--- src/hw/fcore_cfg.svh ---
// Build-time configuration of the sequencer front end
// The channel width is derived from FCORE_MAX_CHANNELS with $clog2, so a power of two
// gives the cleanest counters
// FCORE_STREAM_CREDITS must match the beat buffer depth of the execution back end

`ifndef FCORE_CFG_SVH
`define FCORE_CFG_SVH

// Program address width, the instruction memory holds 2**FCORE_PC_WIDTH words
`define FCORE_PC_WIDTH 10

// One program word
`define FCORE_INSTR_WIDTH 32

// The opcode sits in the low bits of every program word
`define FCORE_OPCODE_WIDTH 5

// Upper bound on the number of active channels
`define FCORE_MAX_CHANNELS 16

// Beats the back end can hold before it must return a credit
`define FCORE_STREAM_CREDITS 4

`endif

--- src/hw/fcore_pkg.sv ---
// Shared types of the sequencer front end
// Opcode values outside opcode_t are legal and run as ordinary instructions

`default_nettype none

`include "fcore_cfg.svh"

package fcore_pkg;

    typedef logic [`FCORE_PC_WIDTH-1:0] pc_t;

    typedef logic [`FCORE_INSTR_WIDTH-1:0] instr_t;

    typedef logic [$clog2(`FCORE_MAX_CHANNELS)-1:0] channel_t;

    // Square-root operand comes from the upper half of an EFI word
    typedef logic [15:0] efi_operand_t;

    typedef logic [7:0] efi_result_t;

    typedef enum logic [`FCORE_OPCODE_WIDTH-1:0] {
        NOP  = 5'h00,
        ADD  = 5'h01,
        MUL  = 5'h03,
        LDC  = 5'h0c,
        EFI  = 5'h0e,
        STOP = 5'h0f
    } opcode_t;

    typedef enum logic [2:0] {
        IDLE,
        FETCH,
        ISSUE,
        EFI_WAIT,
        FAULT
    } ctrl_state_t;

endpackage

`default_nettype wire

--- src/hw/control_unit.sv ---
// Sequencer FSM of the front end
// Every instruction is issued once per active channel before the program counter moves
// n_channels must be at least 1
// n_channels and program_size are sampled live and must hold steady during a run
// An EFI call reserves a stream credit before it starts, so its beat never waits
// Fault is sticky and only rst clears it

`default_nettype none

`include "fcore_cfg.svh"

module control_unit (
    input  logic                    clock,
    input  logic                    rst,
    input  logic                    run,
    input  fcore_pkg::channel_t     n_channels,
    input  fcore_pkg::pc_t          program_size,
    input  logic                    credit_return,
    input  logic                    efi_done,
    input  fcore_pkg::efi_result_t  efi_result,
    input  fcore_pkg::instr_t       word_lo,
    input  fcore_pkg::instr_t       word_hi,
    output fcore_pkg::pc_t          fetch_addr,
    output logic                    loader_ready,
    output logic                    efi_start,
    output fcore_pkg::efi_operand_t efi_operand,
    output logic                    instr_valid,
    output fcore_pkg::instr_t       instr_data,
    output fcore_pkg::instr_t       instr_const,
    output fcore_pkg::channel_t     instr_channel,
    output fcore_pkg::pc_t          instr_pc,
    output logic                    done,
    output logic                    fault
);

    localparam int CREDIT_W = $clog2(`FCORE_STREAM_CREDITS + 1);
    localparam logic [CREDIT_W-1:0] CREDIT_MAX = CREDIT_W'(`FCORE_STREAM_CREDITS);

    fcore_pkg::ctrl_state_t state;
    fcore_pkg::pc_t         pc;
    fcore_pkg::channel_t    channel;
    logic [CREDIT_W-1:0]    credit_count;

    fcore_pkg::opcode_t opcode;
    logic               is_ldc;
    logic               is_efi;
    logic               is_stop;
    logic               has_credit;
    logic               last_channel;
    logic               issue_beat;

    // The decode of the word at pc is valid from the ISSUE state on
    assign opcode  = fcore_pkg::opcode_t'(word_lo[`FCORE_OPCODE_WIDTH-1:0]);
    assign is_ldc  = opcode == fcore_pkg::LDC;
    assign is_efi  = opcode == fcore_pkg::EFI;
    assign is_stop = opcode == fcore_pkg::STOP;

    assign has_credit   = credit_count != '0;
    assign last_channel = channel == fcore_pkg::channel_t'(n_channels - 1'b1);

    // EFI beats go out straight from EFI_WAIT using the credit held since the call
    assign issue_beat = (state == fcore_pkg::ISSUE && has_credit && !is_stop && !is_efi)
                      || (state == fcore_pkg::EFI_WAIT && efi_done);

    assign fetch_addr   = pc;
    assign efi_operand  = word_lo[31:16];
    assign loader_ready = state == fcore_pkg::IDLE;
    assign fault        = state == fcore_pkg::FAULT;

    always_ff @(posedge clock) begin
        if (rst) begin
            state     <= fcore_pkg::IDLE;
            pc        <= '0;
            channel   <= '0;
            efi_start <= 1'b0;
            done      <= 1'b0;
        end else begin
            efi_start <= 1'b0;
            done      <= 1'b0;
            case (state)
                fcore_pkg::IDLE: begin
                    if (run) begin
                        pc      <= '0;
                        channel <= '0;
                        state   <= fcore_pkg::FETCH;
                    end
                end
                fcore_pkg::FETCH: begin
                    // Running off the end of the program without a STOP is fatal
                    if (pc >= program_size) begin
                        state <= fcore_pkg::FAULT;
                    end else begin
                        state <= fcore_pkg::ISSUE;
                    end
                end
                fcore_pkg::ISSUE: begin
                    if (is_stop) begin
                        done  <= 1'b1;
                        state <= fcore_pkg::IDLE;
                    end else if (is_efi && has_credit) begin
                        efi_start <= 1'b1;
                        state     <= fcore_pkg::EFI_WAIT;
                    end
                end
                fcore_pkg::EFI_WAIT: begin
                    // Left through the beat advance below once efi_done arrives
                end
                fcore_pkg::FAULT: begin
                    state <= fcore_pkg::FAULT;
                end
                default: begin
                    state <= fcore_pkg::IDLE;
                end
            endcase

            // Plain, LDC and EFI beats share the channel and program counter advance
            if (issue_beat) begin
                if (last_channel) begin
                    channel <= '0;
                    pc      <= pc + (is_ldc ? fcore_pkg::pc_t'(2) : fcore_pkg::pc_t'(1));
                    state   <= fcore_pkg::FETCH;
                end else begin
                    channel <= channel + 1'b1;
                    state   <= fcore_pkg::ISSUE;
                end
            end
        end
    end

    // A return in the same cycle as an issue cancels out
    always_ff @(posedge clock) begin
        if (rst) begin
            credit_count <= CREDIT_MAX;
        end else begin
            case ({issue_beat, credit_return})
                2'b10: credit_count <= credit_count - 1'b1;
                2'b01: credit_count <= credit_count + 1'b1;
                default: credit_count <= credit_count;
            endcase
        end
    end

    always_ff @(posedge clock) begin
        if (rst) begin
            instr_valid <= 1'b0;
        end else begin
            instr_valid <= issue_beat;
        end
    end

    // The root replaces the upper half of an EFI word in the beat payload
    always_ff @(posedge clock) begin
        if (issue_beat) begin
            if (is_efi) begin
                instr_data <= {fcore_pkg::efi_operand_t'(efi_result), word_lo[15:0]};
            end else begin
                instr_data <= word_lo;
            end
            instr_const   <= is_ldc ? word_hi : '0;
            instr_channel <= channel;
            instr_pc      <= pc;
        end
    end

    // Too many returns push the count above the limit and a wrap below zero lands there too
    a_credit_range: assert property (
        @(posedge clock) disable iff (rst) credit_count <= CREDIT_MAX
    );

    a_valid_has_credit: assert property (
        @(posedge clock) disable iff (rst) instr_valid |-> $past(credit_count) != '0
    );

    a_done_fault_excl: assert property (
        @(posedge clock) disable iff (rst) !(done && fault)
    );

endmodule

`default_nettype wire

--- config.mk ---
export PLATFORM = sky130hd
export DESIGN_NAME = control_unit
export DESIGN_NICKNAME = d
export VERILOG_FILES = /design/src/hw/fcore_pkg.sv /design/src/hw/control_unit.sv
export VERILOG_INCLUDE_DIRS = /design/src /design/src/hw
export SDC_FILE = /design/constraint.sdc
export NUM_CORES = 1
export LEC_CHECK = 0
export BUFFER_PORTS_ARGS = -buffer_cell sky130_fd_sc_hd__buf_2
export CAP_MARGIN = 20
export CORE_MARGIN = 2
export CORE_UTILIZATION = 51
export CTS_CLUSTER_DIAMETER = 120
export DETAILED_ROUTE_END_ITERATION = 12
export PLACE_DENSITY = 0.87
export SETUP_SLACK_MARGIN = 0.02
export SYNTH_ARGS = -nofsm -noshare
export SYNTH_HDL_FRONTEND = slang
export SYNTH_SLANG_ARGS = --single-unit
export TNS_END_PERCENT = 20
--- constraint.sdc ---
create_clock -name clock -period 4.94 [get_ports clock]
set_clock_uncertainty 0.1 [all_clocks]
set_input_delay 0.741 -clock clock [delete_from_list [all_inputs] [get_ports clock]]
set_output_delay 0.741 -clock clock [all_outputs]
set_load 0.01 [all_outputs]
==> reports/summary.txt <==
Vias per cell: 5.26
Vias: 3364
H-Tree Depth: 3
Number of synthesized flops with an enable pin: 78
Clock tree sinks: 101
DRC violation count after routing: 0
Die Wd: 97.9 um
Crit path launch type: input pin
Initial antenna violation count: 0
Setup TNS: 0 ns
Dominant synthesized flop cell: edfxtp_1
FP Rows: 34
Setup violations, final: 0
Placer Congestion: 0.829
Maxcap violations: 0
Layout overhead on the synthesized area: 27.1%
Latest clock arrival within the worst-skew pair: 0.35 ns
LEAKAGE: 2.47 nW
Peak VDD IR: 0.263 mV
Total congestion overflow: 0
Hold_buf cts: 0
Pin count of the biggest net entering global routing: 71
Final nets: 635
First-pass iteration count of the detailed router: 4
Max-slew violations: 0
Per-cell routed wire length: 16.7 um
CTS tree: yes
F_max: 331 MHz
Commonest non-fill, non-tap cell in the layout: buf_2
Layout cell share with drive strength beyond 1: 0.453
Min-Delay Path Class: reg -> reg
Gr usage total: 0.216
Port bufs: 199
Post-CTS sizing: 0
Syn nets: 447
Syn avg cell area: 13.3 sq um
Vias in the first global route: 3234
Global-route wire length before repair: 16300 um
FILL cells: 666
Slowest cell delay on critical path: 0.45 ns
Slew @ Worst Pin: 0.894 ns
Register bit count reported by yosys: 101
Rel. slew slack: 0.404
RSZ-0062 raised after global routing: no
Drt total wl: 10700 um
Power Dens Cells: 416 nW/um^2
Setup Crit Path Kind: in -> reg
Final Hold Fails: 0
Slowest CP cell: or3b_2
Gate Count Post-Synth: 339
Die height: 97.9 um
Post-CTS setup buffer count: 0
Starting Density: 0.521
# IOs: 200
CTS Buffer Depth: 2
Syn Std Cell Area: 4500 sq um
Initial drt markers: 115
Critical Path Sink Type: flop
Ordered cell list for the critical path: buf_2 -> nand4b_1 -> o2111a_4 -> clkinv_2 -> ha_1 -> inv_1 -> fa_1 -> xor2_1 -> o21ai_0 -> or3b_2
DPL Wire Length: 7940 um
CTS Root Cell: clkbuf_8
Hold WS: 0.440 ns
WP data arrival: 3.17 ns
Seq/Total Area, Yosys: 0.623
Ys Warns: 0
Fin crit share: 0.612
Status: finished clean
Shortest period the worst path allows: 3.03 ns
Unique masters post-synth: 57
Clk slew on worst S/H paths: 0.10 ns
Core ar.: 8640 sq um
Crit-path max FO: 16
TritonCTS buffer count: 9
WP data required: 5.09 ns
Ys async rst share: 0
Diode count: 0
Die area: 9590 sq um
Most frequent cells in the layout: buf_2, edfxtp_1, and2_1
Antenna Violating Nets Remaining: 0
==> layer usage <==
layer	share of wire	wire [um]	GRT usage
met4	0.028	297	0.0929
met5	0	0	0
met1	0.39	4190	0.262
met2	0.51	5420	0.368
met3	0.072	773	0.0544
==> per-stage QoR <==
stage | cells | utilization | instance area (sq um) | setup slack [ns] | power [W]
6_report | 640 | 0.662 | 5720 | 1.91 | 0.00238
5_1_grt | 640 | 0.662 | 5720 | 1.76 | 0.00249
4_1_cts | 640 | 0.662 | 5720 | 1.90 | 0.00240
3_5_place_dp | 624 | 0.638 | 5510 | 1.59 | 0.00186
3_3_place_gp | 623 | 0.637 | 5500 | 1.71 | 0.00183
2_1_floorplan | 339 | - | 4500 | 1.64 | 0.00158
==> flip-flops by register name, summed over array words and instances (netlist names) <==
| name | count |
|---|---|
| channel | 4 |
| credit_count | 3 |
| done | 1 |
| efi_start | 1 |
| fetch_addr | 10 |
| instr_channel | 4 |
| instr_const | 32 |
| instr_data | 32 |
| instr_pc | 10 |
| instr_valid | 1 |
| state | 3 |
==> logic make-up (layout without fill, tap and decap cells) <==
| kind of cell | count (synthesis) | after routing | share of synthesized area |
|---|---|---|---|
| mux | 12 | 12 | 0.0292 |
| xor+xnor | 10 | 10 | 0.0287 |
| flops | 101 | 101 | 0.623 |
| buf+inv | 45 | 238 | 0.0523 |
| simple gates | 115 | 115 | 0.158 |
| compound gates | 39 | 39 | 0.0581 |
| fa+ha+maj | 17 | 17 | 0.0506 |
==> worst max-delay path, delay by kind of cell <==
kind            cells  cell delay, ns
buf+inv             3            0.34
xor+xnor            1            0.18
compound gates      2            0.61
simple gates        2            0.71
fa+ha+maj           2            0.57
==> power breakdown <==
part           internal, W  switching, W
logic             0.000226      0.000375
clock network     0.000241      0.000301
registers          0.00115     0.0000807
==> area by class of cell <==
type	count	area [sq um]	area share
Sequential cell	101	2800	0.490
Multi-Input combinational cell	193	1470	0.258
Clock buffer	9	124	0.0217
Timing Repair Buffer	202	1020	0.179
Tap cell	108	135	0.0236
Clock inverter	7	82.6	0.0144
Inverter	20	76.3	0.0134
==> synthesized netlist by cell type (3+ instances only) <==
cell type   n  area (sq um)
buf_4      17           128
a21o_1      3          22.5
nor2b_1     9          56.3
dfxtp_1    23           460
nand3_1     5          25.0
nand2_1    11          41.3
nor3_1      3          15.0
or4_1       4          30.0
and2_1     32           200
a21oi_1    13          65.1
mux2_2      9           101
o21ai_0     5          25.0
mux2i_1     3          30.0
clkbuf_1    7          26.3
edfxtp_1   78          2340
nand4_1     3          18.8
nand2b_1   12          75.1
nor2_1     13          48.8
inv_1      19          71.3
or3_1       5          31.3
ha_1       15           188
o31ai_1     3          22.5
xnor2_1     5          43.8
==> worst paths after layout <==
check             slack, ns     startpoint         endpoint  cells after the start
setup / recovery       1.91     word_lo[4]  credit_count[2]                     10
hold / removal         0.44  fetch_addr[0]    fetch_addr[0]                      2
setup reg to reg       1.93       state[0]  credit_count[2]                      9
hold reg to reg        0.44  fetch_addr[0]    fetch_addr[0]                      2
Power figures use the tool's default switching activity.
