### src/hw/fcore_cfg.svh
// Build-time configuration of the sequencer front end
// The channel width is derived from FCORE_MAX_CHANNELS with $clog2, so a power of two
// gives the cleanest counters
// FCORE_STREAM_CREDITS must match the beat buffer depth of the execution back end

`ifndef FCORE_CFG_SVH
`define FCORE_CFG_SVH

// Program address width, the instruction memory holds 2**FCORE_PC_WIDTH words
`define FCORE_PC_WIDTH 10

// One program word
`define FCORE_INSTR_WIDTH 32

// The opcode sits in the low bits of every program word
`define FCORE_OPCODE_WIDTH 5

// Upper bound on the number of active channels
`define FCORE_MAX_CHANNELS 16

// Beats the back end can hold before it must return a credit
`define FCORE_STREAM_CREDITS 4

`endif

### src/hw/fcore_pkg.sv
// Shared types of the sequencer front end
// Opcode values outside opcode_t are legal and run as ordinary instructions

`default_nettype none

`include "fcore_cfg.svh"

package fcore_pkg;

    typedef logic [`FCORE_PC_WIDTH-1:0] pc_t;

    typedef logic [`FCORE_INSTR_WIDTH-1:0] instr_t;

    typedef logic [$clog2(`FCORE_MAX_CHANNELS)-1:0] channel_t;

    // Square-root operand comes from the upper half of an EFI word
    typedef logic [15:0] efi_operand_t;

    typedef logic [7:0] efi_result_t;

    typedef enum logic [`FCORE_OPCODE_WIDTH-1:0] {
        NOP  = 5'h00,
        ADD  = 5'h01,
        MUL  = 5'h03,
        LDC  = 5'h0c,
        EFI  = 5'h0e,
        STOP = 5'h0f
    } opcode_t;

    typedef enum logic [2:0] {
        IDLE,
        FETCH,
        ISSUE,
        EFI_WAIT,
        FAULT
    } ctrl_state_t;

endpackage

`default_nettype wire

### src/hw/efi_sqrt.sv
// Iterative floor square root of a 16-bit operand
// One result bit per cycle, efi_done pulses eight cycles after efi_start
// efi_result holds until the next start, and a new start must wait for efi_done

`default_nettype none

module efi_sqrt (
    input  logic                    clock,
    input  logic                    rst,
    input  logic                    efi_start,
    input  fcore_pkg::efi_operand_t efi_operand,
    output logic                    efi_done,
    output fcore_pkg::efi_result_t  efi_result
);

    logic                   busy;
    logic [2:0]             step;
    fcore_pkg::efi_operand_t op_q;
    logic [11:0]            rem_q;
    fcore_pkg::efi_result_t root_q;

    logic [11:0] rem_shift;
    logic [11:0] trial;
    logic        fits;

    // Bring down the next two operand bits and try a 1 in the next root bit
    assign rem_shift = {rem_q[9:0], op_q[15:14]};
    assign trial     = {2'b00, root_q, 2'b01};
    assign fits      = rem_shift >= trial;

    assign efi_result = root_q;

    always_ff @(posedge clock) begin
        if (rst) begin
            busy     <= 1'b0;
            step     <= '0;
            efi_done <= 1'b0;
        end else begin
            efi_done <= 1'b0;
            if (efi_start) begin
                busy <= 1'b1;
                step <= '0;
            end else if (busy) begin
                step <= step + 1'b1;
                if (step == 3'd7) begin
                    busy     <= 1'b0;
                    efi_done <= 1'b1;
                end
            end
        end
    end

    always_ff @(posedge clock) begin
        if (efi_start) begin
            op_q   <= efi_operand;
            rem_q  <= '0;
            root_q <= '0;
        end else if (busy) begin
            op_q   <= {op_q[13:0], 2'b00};
            // Restore the remainder when the trial bit does not fit
            rem_q  <= fits ? rem_shift - trial : rem_shift;
            root_q <= {root_q[6:0], fits};
        end
    end

    // The sequencer must never call again before the previous root is out
    a_no_start_while_busy: assert property (
        @(posedge clock) disable iff (rst) efi_start |-> !busy
    );

endmodule

`default_nettype wire

### config.mk
export PLATFORM = sky130hd
export DESIGN_NAME = efi_sqrt
export DESIGN_NICKNAME = d
export VERILOG_FILES = /design/src/hw/fcore_pkg.sv /design/src/hw/efi_sqrt.sv
export VERILOG_INCLUDE_DIRS = /design/src /design/src/hw
export SDC_FILE = /design/constraint.sdc
export NUM_CORES = 1
export LEC_CHECK = 0
export ABC_AREA = 1
export BUFFER_PORTS_ARGS = -buffer_cell sky130_fd_sc_hd__buf_2
export CAP_MARGIN = 10
export CORE_UTILIZATION = 62
export CTS_BUF_LIST = sky130_fd_sc_hd__clkbuf_16
export DETAILED_ROUTE_END_ITERATION = 16
export PLACE_DENSITY = 0.85
export SETUP_SLACK_MARGIN = 0.3
export SYNTH_ARGS = -nofsm -noshare
export SYNTH_HDL_FRONTEND = slang
export SYNTH_SLANG_ARGS = --single-unit
### constraint.sdc
create_clock -name clock -period 3.4 [get_ports clock]
set_input_delay 0.34 -clock clock [delete_from_list [all_inputs] [get_ports clock]]
set_output_delay 0.34 -clock clock [all_outputs]
set_load 0.1 [all_outputs]
==> results of run 1 <==
==> through the flow <==
stage	power, mW	cell area [µm²]
after detailed placement	1.918	2323
after floorplan	1.688	2161
after global placement	1.890	2323
final	2.382	2461
after CTS	2.371	2461
after global routing	2.570	2461
==> cell families after synthesis <==
kind of cell               after synthesis
adders and majority gates               12
DFF                                     39
xor gates and xnor gates                 3
AOI/OAI and AO/OA                       27
and+or+nand+nor                        156
buffers and inverters                   47
==> sequential cells by signal (all words and copies together) (netlist names) <==
register    flops
op_q           16
rem_q          10
efi_done        1
efi_result      8
busy            1
step            3
==> cells in the final DEF (no fill, tap or decap) <==
cell and instances:
nand2_1 107, inv_1 37, buf_2 27, dfxtp_1 23
edfxtp_1 16, nor2_1 14, nand3_1 13, ha_1 12
a21oi_1 9, o22ai_1 7, nand4_1 6, nand2_2 5
clkbuf_16 5, clkinv_1 3, a21oi_2 3, inv_2 3
o21ai_0 2, nand3_2 2, nor2_4 2, a211oi_1 2
or2_2 2, a21o_1 2, xor2_1 2, nand2_4 1
and2_1 1, nand3_4 1, nor3_1 1, nor3b_1 1
xnor2_1 1, a31oi_1 1, o211ai_1 1, clkinv_2 1
==> final timing paths <==
kind                           endpoint  cells past startpoint
max          efi_result[3]$_SDFFE_PP0P_                      3
min                     busy$_SDFF_PP0_                      2
max reg2reg  efi_result[3]$_SDFFE_PP0P_                      3
min reg2reg        step[1]$_SDFFE_PP0P_                      2
==> cell type report <==
cell class | instances | area, µm²
Clock buffer | 5 | 125.1
Fill cell | 278 | 875.8
Tap cell | 46 | 57.56
Sequential cell | 39 | 940.9
Clock inverter | 3 | 12.51
Timing Repair Buffer | 27 | 135.1
Inverter | 41 | 153.9
Multi-Input combinational cell | 198 | 1036
==> worst max-delay path: stages, from the launching register on <==
cell	delay, ns
dfxtp_1	0.46
nor2_1	0.27
clkinv_1	0.67
o22ai_1	0.46
==> layer usage <==
metal	GRT usage [%]	vias to the layer above
met2	45.19	43
met5	0	-
met1	35.08	854
met3	5.882	14
met4	13.31	0
li1	-	968
==> power by group through the flow <==
stage / clock (mW) / sequential, mW / combinational (mW)
floorplan: 0 / 0.650 / 1.04
global placement: 0 / 0.631 / 1.26
detailed placement: 0 / 0.634 / 1.28
CTS: 0.438 / 0.628 / 1.30
global route: 0.455 / 0.637 / 1.48
finish: 0.439 / 0.631 / 1.31
==> metrics, run 1 <==
Tightest Pin Transition=0.7849 ns; PwrDens=967.9 nW/µm²; Logic pwr share=55.1%; Tcrit/Tclk final=58.03%; clock skew=0.005317 ns; Reg clk slew, reported paths=0.06 ns; Tightest Hold Check Type=in -> reg; DIE WIDTH=61.04 µm; Initial DRT Pass Iterations=5; Setup WS post-layout=1.427 ns; pre-CTS setup slack=1.342 ns; top post-synthesis cells by count=nand2_1 (107), inv_1 (36), dfxtp_1 (23), edfxtp_1 (16), nor2_1 (14); Sw Pwr=1.104 mW; largest family of logic cells by synthesized area=simple AND/OR/NAND/NOR gates; status=complete, no violations; crit path launch=busy$_SDFF_PP0_; post-CTS setup buffer count=0; gr ovfl total=0; n_diodes=0; Post-layout nets=343; I/O pin count=28; IO Port Bufs=27; RR Startpoint=busy$_SDFF_PP0_; post-synthesis compound-gate area fraction=7.817%; Rel. slew slack=47.35%; final hold slack=0.2443 ns; CTS root buffer=clkbuf_16; vias after detailed routing=1879; GPL Wtd Cong=0.9039; final setup TNS=0 ns; Leakage=1.253 nW; Area growth, synth to finish=13.90%; Final min period=1.973 ns; xor and xnor area share after synthesis=1.216%; Worst Path Max Fanout=23; Avg Cell Area, Syn=7.609 µm²; post-synthesis cell count=284; starting density of the core=64.75%; ys flop type=dfxtp_1; GRT Resource Usage Total=27.70%; Max Cap Viol=0; antenna violations before repair=0; global-route wire length before repair=7.314 mm; crit path launch type=register; Clock Sink Count=39; layout cells sized above 1=16.61%; routed wire length on met3=180 µm; Met2 Routed Length=2.258 mm; DRC=0; CP Capture Type=register; Final setup viols=0; Yosys reg bits=39; Final Max Tran Viols=0; area leader, netlist=edfxtp_1; Post-Route WL=4.710 mm; top layer in use=met4; synthesized area=2161 µm²; EDFF count, synth=16; asr flop ratio synth=0%; Peak VDD IR=0.5157 mV; fin cells=359; Finished Core Util=73.75%; post-synthesis mux area share=0%; sequential area share after synthesis=43.54%; DP Wirelength=3.262 mm; M1 WL=2.117 mm; top post-synthesis cells by area=edfxtp_1 (22%), dfxtp_1 (21%), nand2_1 (19%), ha_1 (6.9%), inv_1 (6.3%); Placed Cells=351; clk_lat worst skew=0.28 ns; DRT antenna net count=0; Die ar.=3725 µm²; Crit path required time=3.58 ns; CTS tree=yes; Final Hold Viols=0; Pint=1.279 mW; Crit Path Category=reg -> reg; Die Height=61.04 µm; Critical Path AT=2.15 ns; power share of the clock group=18.4%; Simple-Gate Fraction of Synth Area=31.96%; RSZ-0062 raised after global routing=no; PostCTS Resize Cnt=0; Max Freq=506.8 MHz; worst-case clock buffer depth=2; syn nets=315; # rows=21; top-count cell post-synth=nand2_1; CORE AREA=3337 µm²; YS warnings=0; WL per Instance=13.12 µm; number of global-route vias before repair=1659; total CTS buffers=5; via/cell ratio=5.234; largest net degree at the start of global routing=27; Worst R2R Setup Slack=1.43 ns; Iteration-0 DRC Markers=120; post-synthesis adder-cell area fraction=6.948%; Hold Buf Count CTS=0; H-tree levels=2; Synth cell types=31; switch share=46.33%; min-delay src=rst; post-synth top area share=22.24%; Flop pwr share=26.5%
Note: power is estimated with default switching activity, not from simulation.
==> run 2: changes to the inputs <==
--- a/config.mk
+++ b/config.mk
@@ -9,10 +9,10 @@
 export ABC_AREA = 1
 export BUFFER_PORTS_ARGS = -buffer_cell sky130_fd_sc_hd__buf_2
 export CAP_MARGIN = 10
-export CORE_UTILIZATION = 62
+export CORE_UTILIZATION = 57
 export CTS_BUF_LIST = sky130_fd_sc_hd__clkbuf_16
 export DETAILED_ROUTE_END_ITERATION = 16
-export PLACE_DENSITY = 0.85
+export PLACE_DENSITY = 0.79
 export SETUP_SLACK_MARGIN = 0.3
 export SYNTH_ARGS = -nofsm -noshare
 export SYNTH_HDL_FRONTEND = slang
==> constraint.sdc (replaced) <==
create_clock -name clock -period 1.85 [get_ports clock]
set_input_delay 0.185 -clock clock [delete_from_list [all_inputs] [get_ports clock]]
set_output_delay 0.185 -clock clock [all_outputs]
set_load 0.1 [all_outputs]
==> run 2 against run 1 <==
Net effect:
- design area is 21% higher
- utilization is 7.3 points higher
- global-route usage is 0.12 points higher
- hold slack worse by 0.17 ns
==> metrics, run 2 (same netlist as run 1, synthesis figures left out) <==
Tightest Hold Check Type=in -> reg; Max Freq=570.0 MHz; Die ar.=4041 µm²; Crit Path Category=reg -> reg; Reg clk slew, reported paths=0.06 ns; Post-Route WL=5.696 mm; GPL Wtd Cong=0.8963; Worst Path Max Fanout=8; antenna violations before repair=0; vias after detailed routing=2065; Initial DRT Pass Iterations=4; Final Max Tran Viols=0; Iteration-0 DRC Markers=154; Crit path required time=2.05 ns; IO Port Bufs=27; number of global-route vias before repair=1889; DIE WIDTH=63.57 µm; CTS tree=yes; DRC=0; global-route wire length before repair=8.480 mm; clock skew=0.003815 ns; Final setup viols=0; Final Hold Viols=0; CP Capture Type=register; DRT antenna net count=0; CTS root buffer=clkbuf_16; Top reg by flops=op_q; Finished Core Util=81.03%; largest net degree at the start of global routing=27; I/O pin count=28; GRT Resource Usage Total=27.82%; Tightest Pin Transition=0.4838 ns; crit path launch type=register; Post-layout nets=367; RSZ-0062 raised after global routing=yes; most common cell after layout, fill and taps aside=nand2_1; Final min period=1.755 ns; gr ovfl total=0; clk_lat worst skew=0.28 ns; via/cell ratio=5.364; starting density of the core=59.02%; max reg flops=16; DP Wirelength=3.363 mm; CORE AREA=3661 µm²; H-tree levels=2; status=complete, no violations; layout cells sized above 1=39.76%; WL per Instance=14.79 µm; most frequent cells in the layout=nand2_1 (97), buf_2 (27), inv_1 (24); Die Height=63.57 µm; Rel. slew slack=67.74%; worst-case clock buffer depth=2; total CTS buffers=5; Peak VDD IR=0.9975 mV; PwrDens=1897 nW/µm²; # rows=22; Critical Path AT=1.96 ns; Fillers=235; Area growth, synth to finish=37.29%; n_diodes=0; Tcrit/Tclk final=94.84%; final setup TNS=0 ns; Max Cap Viol=0; Leakage=1.433 nW; Clock Sink Count=39
run 2: cell count changes in the layout (fill, tap and decap cells not counted), moves of 4 or more:
cell     before  now
ha_4          0   10
ha_1         12    2
inv_4         0    9
dfxtp_1      23    8
inv_1        37   24
dfxtp_4       0    8
nand2_1     107   97
nand3_2       2    6
nand3_1      13    9
buf_4         0   20
nand2_2       5   13
dfxtp_2       0    7
run 2: where the power goes:
part / switching (mW) / internal, mW / leakage, nW
Sequential: 0.158 / 1.05 / 0.362
Combinational: 2.07 / 1.36 / 0.990
Clock: 0.343 / 0.636 / 0.0818
run 2: what timing repair did:
item / 4_1_cts / 5_1_grt
gates cloned: 0 / 0
buffers inserted: 12 / 7
pin swaps: 23 / 23
endpoints found under the setup margin: 11 / 11
gates resized for setup: 23 / 18
hold buffers: 0 / 0
run 2: worst paths after layout:
path                                      startpoint                    end  slack, ns  cells after the start
worst min register to register  step[2]$_SDFFE_PP0P_   step[2]$_SDFFE_PP0P_       0.46                      2
worst max register to register    op_q[15]$_DFFE_PP_  rem_q[5]$_SDFFE_PP0P_        0.1                     12
worst max-delay path              op_q[15]$_DFFE_PP_  rem_q[5]$_SDFFE_PP0P_        0.1                     12
worst min-delay path                             rst        busy$_SDFF_PP0_       0.07                      2
run 2: final cells by class:
cell class                      instances  area [µm²]  share of cell area (%)
Clock inverter                          3       42.54                   1.434
Multi-Input combinational cell        198        1244                   41.92
Sequential cell                        39       979.7                   33.02
Inverter                               41       176.4                   5.947
Tap cell                               48       60.06                   2.024
Timing Repair Buffer                   51       339.1                   11.43
Clock buffer                            5       125.1                   4.218
run 2: routing by layer:
layer | global-route usage [%] | routed length (µm) | share of wire (%)
met2 | 48.94 | 2744 | 48
met1 | 30.31 | 2284 | 40
met4 | 15.63 | 252 | 4.4
met5 | 0 | 0 | 0
met3 | 6.522 | 414 | 7.3
run 2: critical path, stage by stage (launching register included):
cell      delay, ns
edfxtp_1       0.44
inv_2          0.15
ha_4           0.15
inv_2          0.03
nand3_2        0.06
nand3_2        0.11
nand2_4        0.11
nand3_4        0.14
nor2_4         0.17
nand2_1        0.07
nand2_1        0.08
nor2_1         0.06
nor2_1         0.11
run 2: per-stage QoR:
step                      hold slack, ns  instances  cell area, µm²  setup WS, ns  total power [mW]
after CTS                        0.06715        378            2867        0.2079             5.183
after floorplan                   0.2635        284            2318        0.1138             3.295
after global placement            0.3654        358            2534        0.1340             3.720
after global routing             0.07669        385            2967       0.03284             5.981
final                            0.07443        385            2967       0.09546             5.627
after detailed placement          0.3637        358            2534        0.1070             3.776
==> run 3: changes to the inputs <==
--- a/config.mk
+++ b/config.mk
@@ -7,11 +7,12 @@
 export NUM_CORES = 1
 export LEC_CHECK = 0
 export ABC_AREA = 1
-export BUFFER_PORTS_ARGS = -buffer_cell sky130_fd_sc_hd__buf_2
+export BUFFER_PORTS_ARGS = -buffer_cell sky130_fd_sc_hd__clkbuf_2
 export CAP_MARGIN = 10
 export CORE_UTILIZATION = 57
 export CTS_BUF_LIST = sky130_fd_sc_hd__clkbuf_16
 export DETAILED_ROUTE_END_ITERATION = 16
+export GPL_TIMING_DRIVEN = 0
 export PLACE_DENSITY = 0.79
 export SETUP_SLACK_MARGIN = 0.3
 export SYNTH_ARGS = -nofsm -noshare
==> run 3 against run 2 <==
Net effect:
- worst setup slack worse by 0.0061 ns
- global-route usage up 2.4 points
- via count up 2.9%
- clock power down 2%
- register-to-register slack about the same
- die area unchanged
- total power up 1.8%
- fmax down 0.35%
- sequential share of layout area about the same
- utilization up 0.10 points
- critical path depth down 2
- combinational power up 3%
- critical path type unchanged
==> metrics, run 3 (same netlist as run 1, synthesis figures left out) <==
Rel. slew slack=62.58%; CTS root buffer=clkbuf_16; total CTS buffers=5; global-route wire length before repair=9.190 mm; Max Cap Viol=0; max reg flops=16; Peak VDD IR=0.7674 mV; Max Freq=568.0 MHz; Leakage=1.453 nW; Worst Path Max Fanout=8; DRT antenna net count=0; Die ar.=4041 µm²; Fillers=236; GRT Resource Usage Total=30.18%; I/O pin count=28; PwrDens=1928 nW/µm²; Tightest Hold Check Type=in -> reg; most frequent cells in the layout=nand2_1 (103), clkbuf_2 (26), buf_4 (26); crit path launch=op_q[14]$_DFFE_PP_; clk_lat worst skew=0.28 ns; worst-case clock buffer depth=2; # rows=22; pre-CTS setup slack=0.04343 ns; RSZ-0062 raised after global routing=yes; most common cell after layout, fill and taps aside=nand2_1; Final setup viols=0; Pint=3.182 mW; DP Wirelength=3.387 mm; RR Startpoint=op_q[14]$_DFFE_PP_; Final min period=1.761 ns; GPL Wtd Cong=0.8675; Crit Path Category=reg -> reg; switch share=44.44%; Critical Path AT=1.96 ns; layout cells sized above 1=37.46%; CTS tree=yes; Top reg by flops=op_q; CORE AREA=3661 µm²; clock skew=0.006347 ns; Flop pwr share=21.0%; largest net degree at the start of global routing=24; Tightest Pin Transition=0.5614 ns; H-tree levels=2; Clock Sink Count=39; Reg clk slew, reported paths=0.06 ns; Initial DRT Pass Iterations=4; starting density of the core=59.02%; Iteration-0 DRC Markers=136; min-delay src=rst; power share of the clock group=16.8%; DRC=0; crit path launch type=register; antenna violations before repair=0; gr ovfl total=0; via/cell ratio=5.380; Setup WS post-layout=0.08932 ns; DIE WIDTH=63.57 µm; status=complete, no violations; IO Port Bufs=26; Area growth, synth to finish=37.46%; Post-layout nets=377; WL per Instance=14.76 µm; final setup TNS=0 ns; vias after detailed routing=2125; Post-Route WL=5.830 mm; n_diodes=0; Tcrit/Tclk final=95.17%; Final Hold Viols=0; Crit path required time=2.05 ns; CP Capture Type=register; final hold slack=0.07088 ns; Sw Pwr=2.545 mW; Final Max Tran Viols=0; number of global-route vias before repair=2002; Logic pwr share=62.2%; Die Height=63.57 µm
-- run 3: layout make-up --
class / count / area (µm²) / area share (%)
clock inverter: 3 / 38.79 / 1.306
inverter: 41 / 172.7 / 5.813
timing repair buffer: 55 / 359.1 / 12.09
multi-input combinational: 198 / 1204 / 40.52
sequential: 39 / 980.9 / 33.02
clock buffer: 5 / 125.1 / 4.212
tap: 48 / 60.06 / 2.022
buffer: 6 / 30.03 / 1.011
-- run 3: final timing paths --
check / endpoint / slack [ns] / cells past startpoint
setup / recovery: rem_q[2]$_SDFFE_PP0P_ / 0.09 / 10
hold reg to reg: step[1]$_SDFFE_PP0P_ / 0.47 / 2
setup reg to reg: rem_q[2]$_SDFFE_PP0P_ / 0.09 / 10
hold / removal: busy$_SDFF_PP0_ / 0.07 / 2
-- run 3: layer usage --
metal  GRT usage [%]  share of wire [%]
met1           34.71                 40
met2           52.13                 51
met3           5.616                5.9
met4           16.76                3.2
met5               0                  0
-- run 3: worst max-delay path, cell delays in order, from the launching register on --
cell and delay (ns):
edfxtp_1 0.47, inv_2 0.14, ha_4 0.15, inv_2 0.04, nand3_2 0.06, nand3_2 0.09
nand2_4 0.10, nand3_4 0.15, nor2_4 0.22, nand2_1 0.13, a31oi_1 0.15
-- run 3: timing repair --
item                       CTS  global route
setup endpoints to repair   34            11
setup buffers               22             7
gates cloned                 0             0
hold buffers                 0             0
gates resized for setup     24             5
pin swaps                   22            20
-- run 3: power groups by stage --
stage               sequential [mW]  clock (mW)  combinational, mW
floorplan                      1.22           0               2.07
global placement               1.19           0               2.53
detailed placement             1.19           0               2.57
CTS                            1.19       0.973               3.06
global route                   1.21        1.01               3.85
finish                         1.20       0.963               3.56
-- run 3: stage by stage --
stage | cells | util, % | power [mW] | cell area, µm²
after floorplan | 284 | - | 3.295 | 2318
after global placement | 358 | 68.52 | 3.723 | 2509
after detailed placement | 358 | 68.52 | 3.764 | 2509
after CTS | 388 | 79.46 | 5.228 | 2909
after global routing | 395 | 81.13 | 6.066 | 2970
final | 395 | 81.13 | 5.728 | 2970
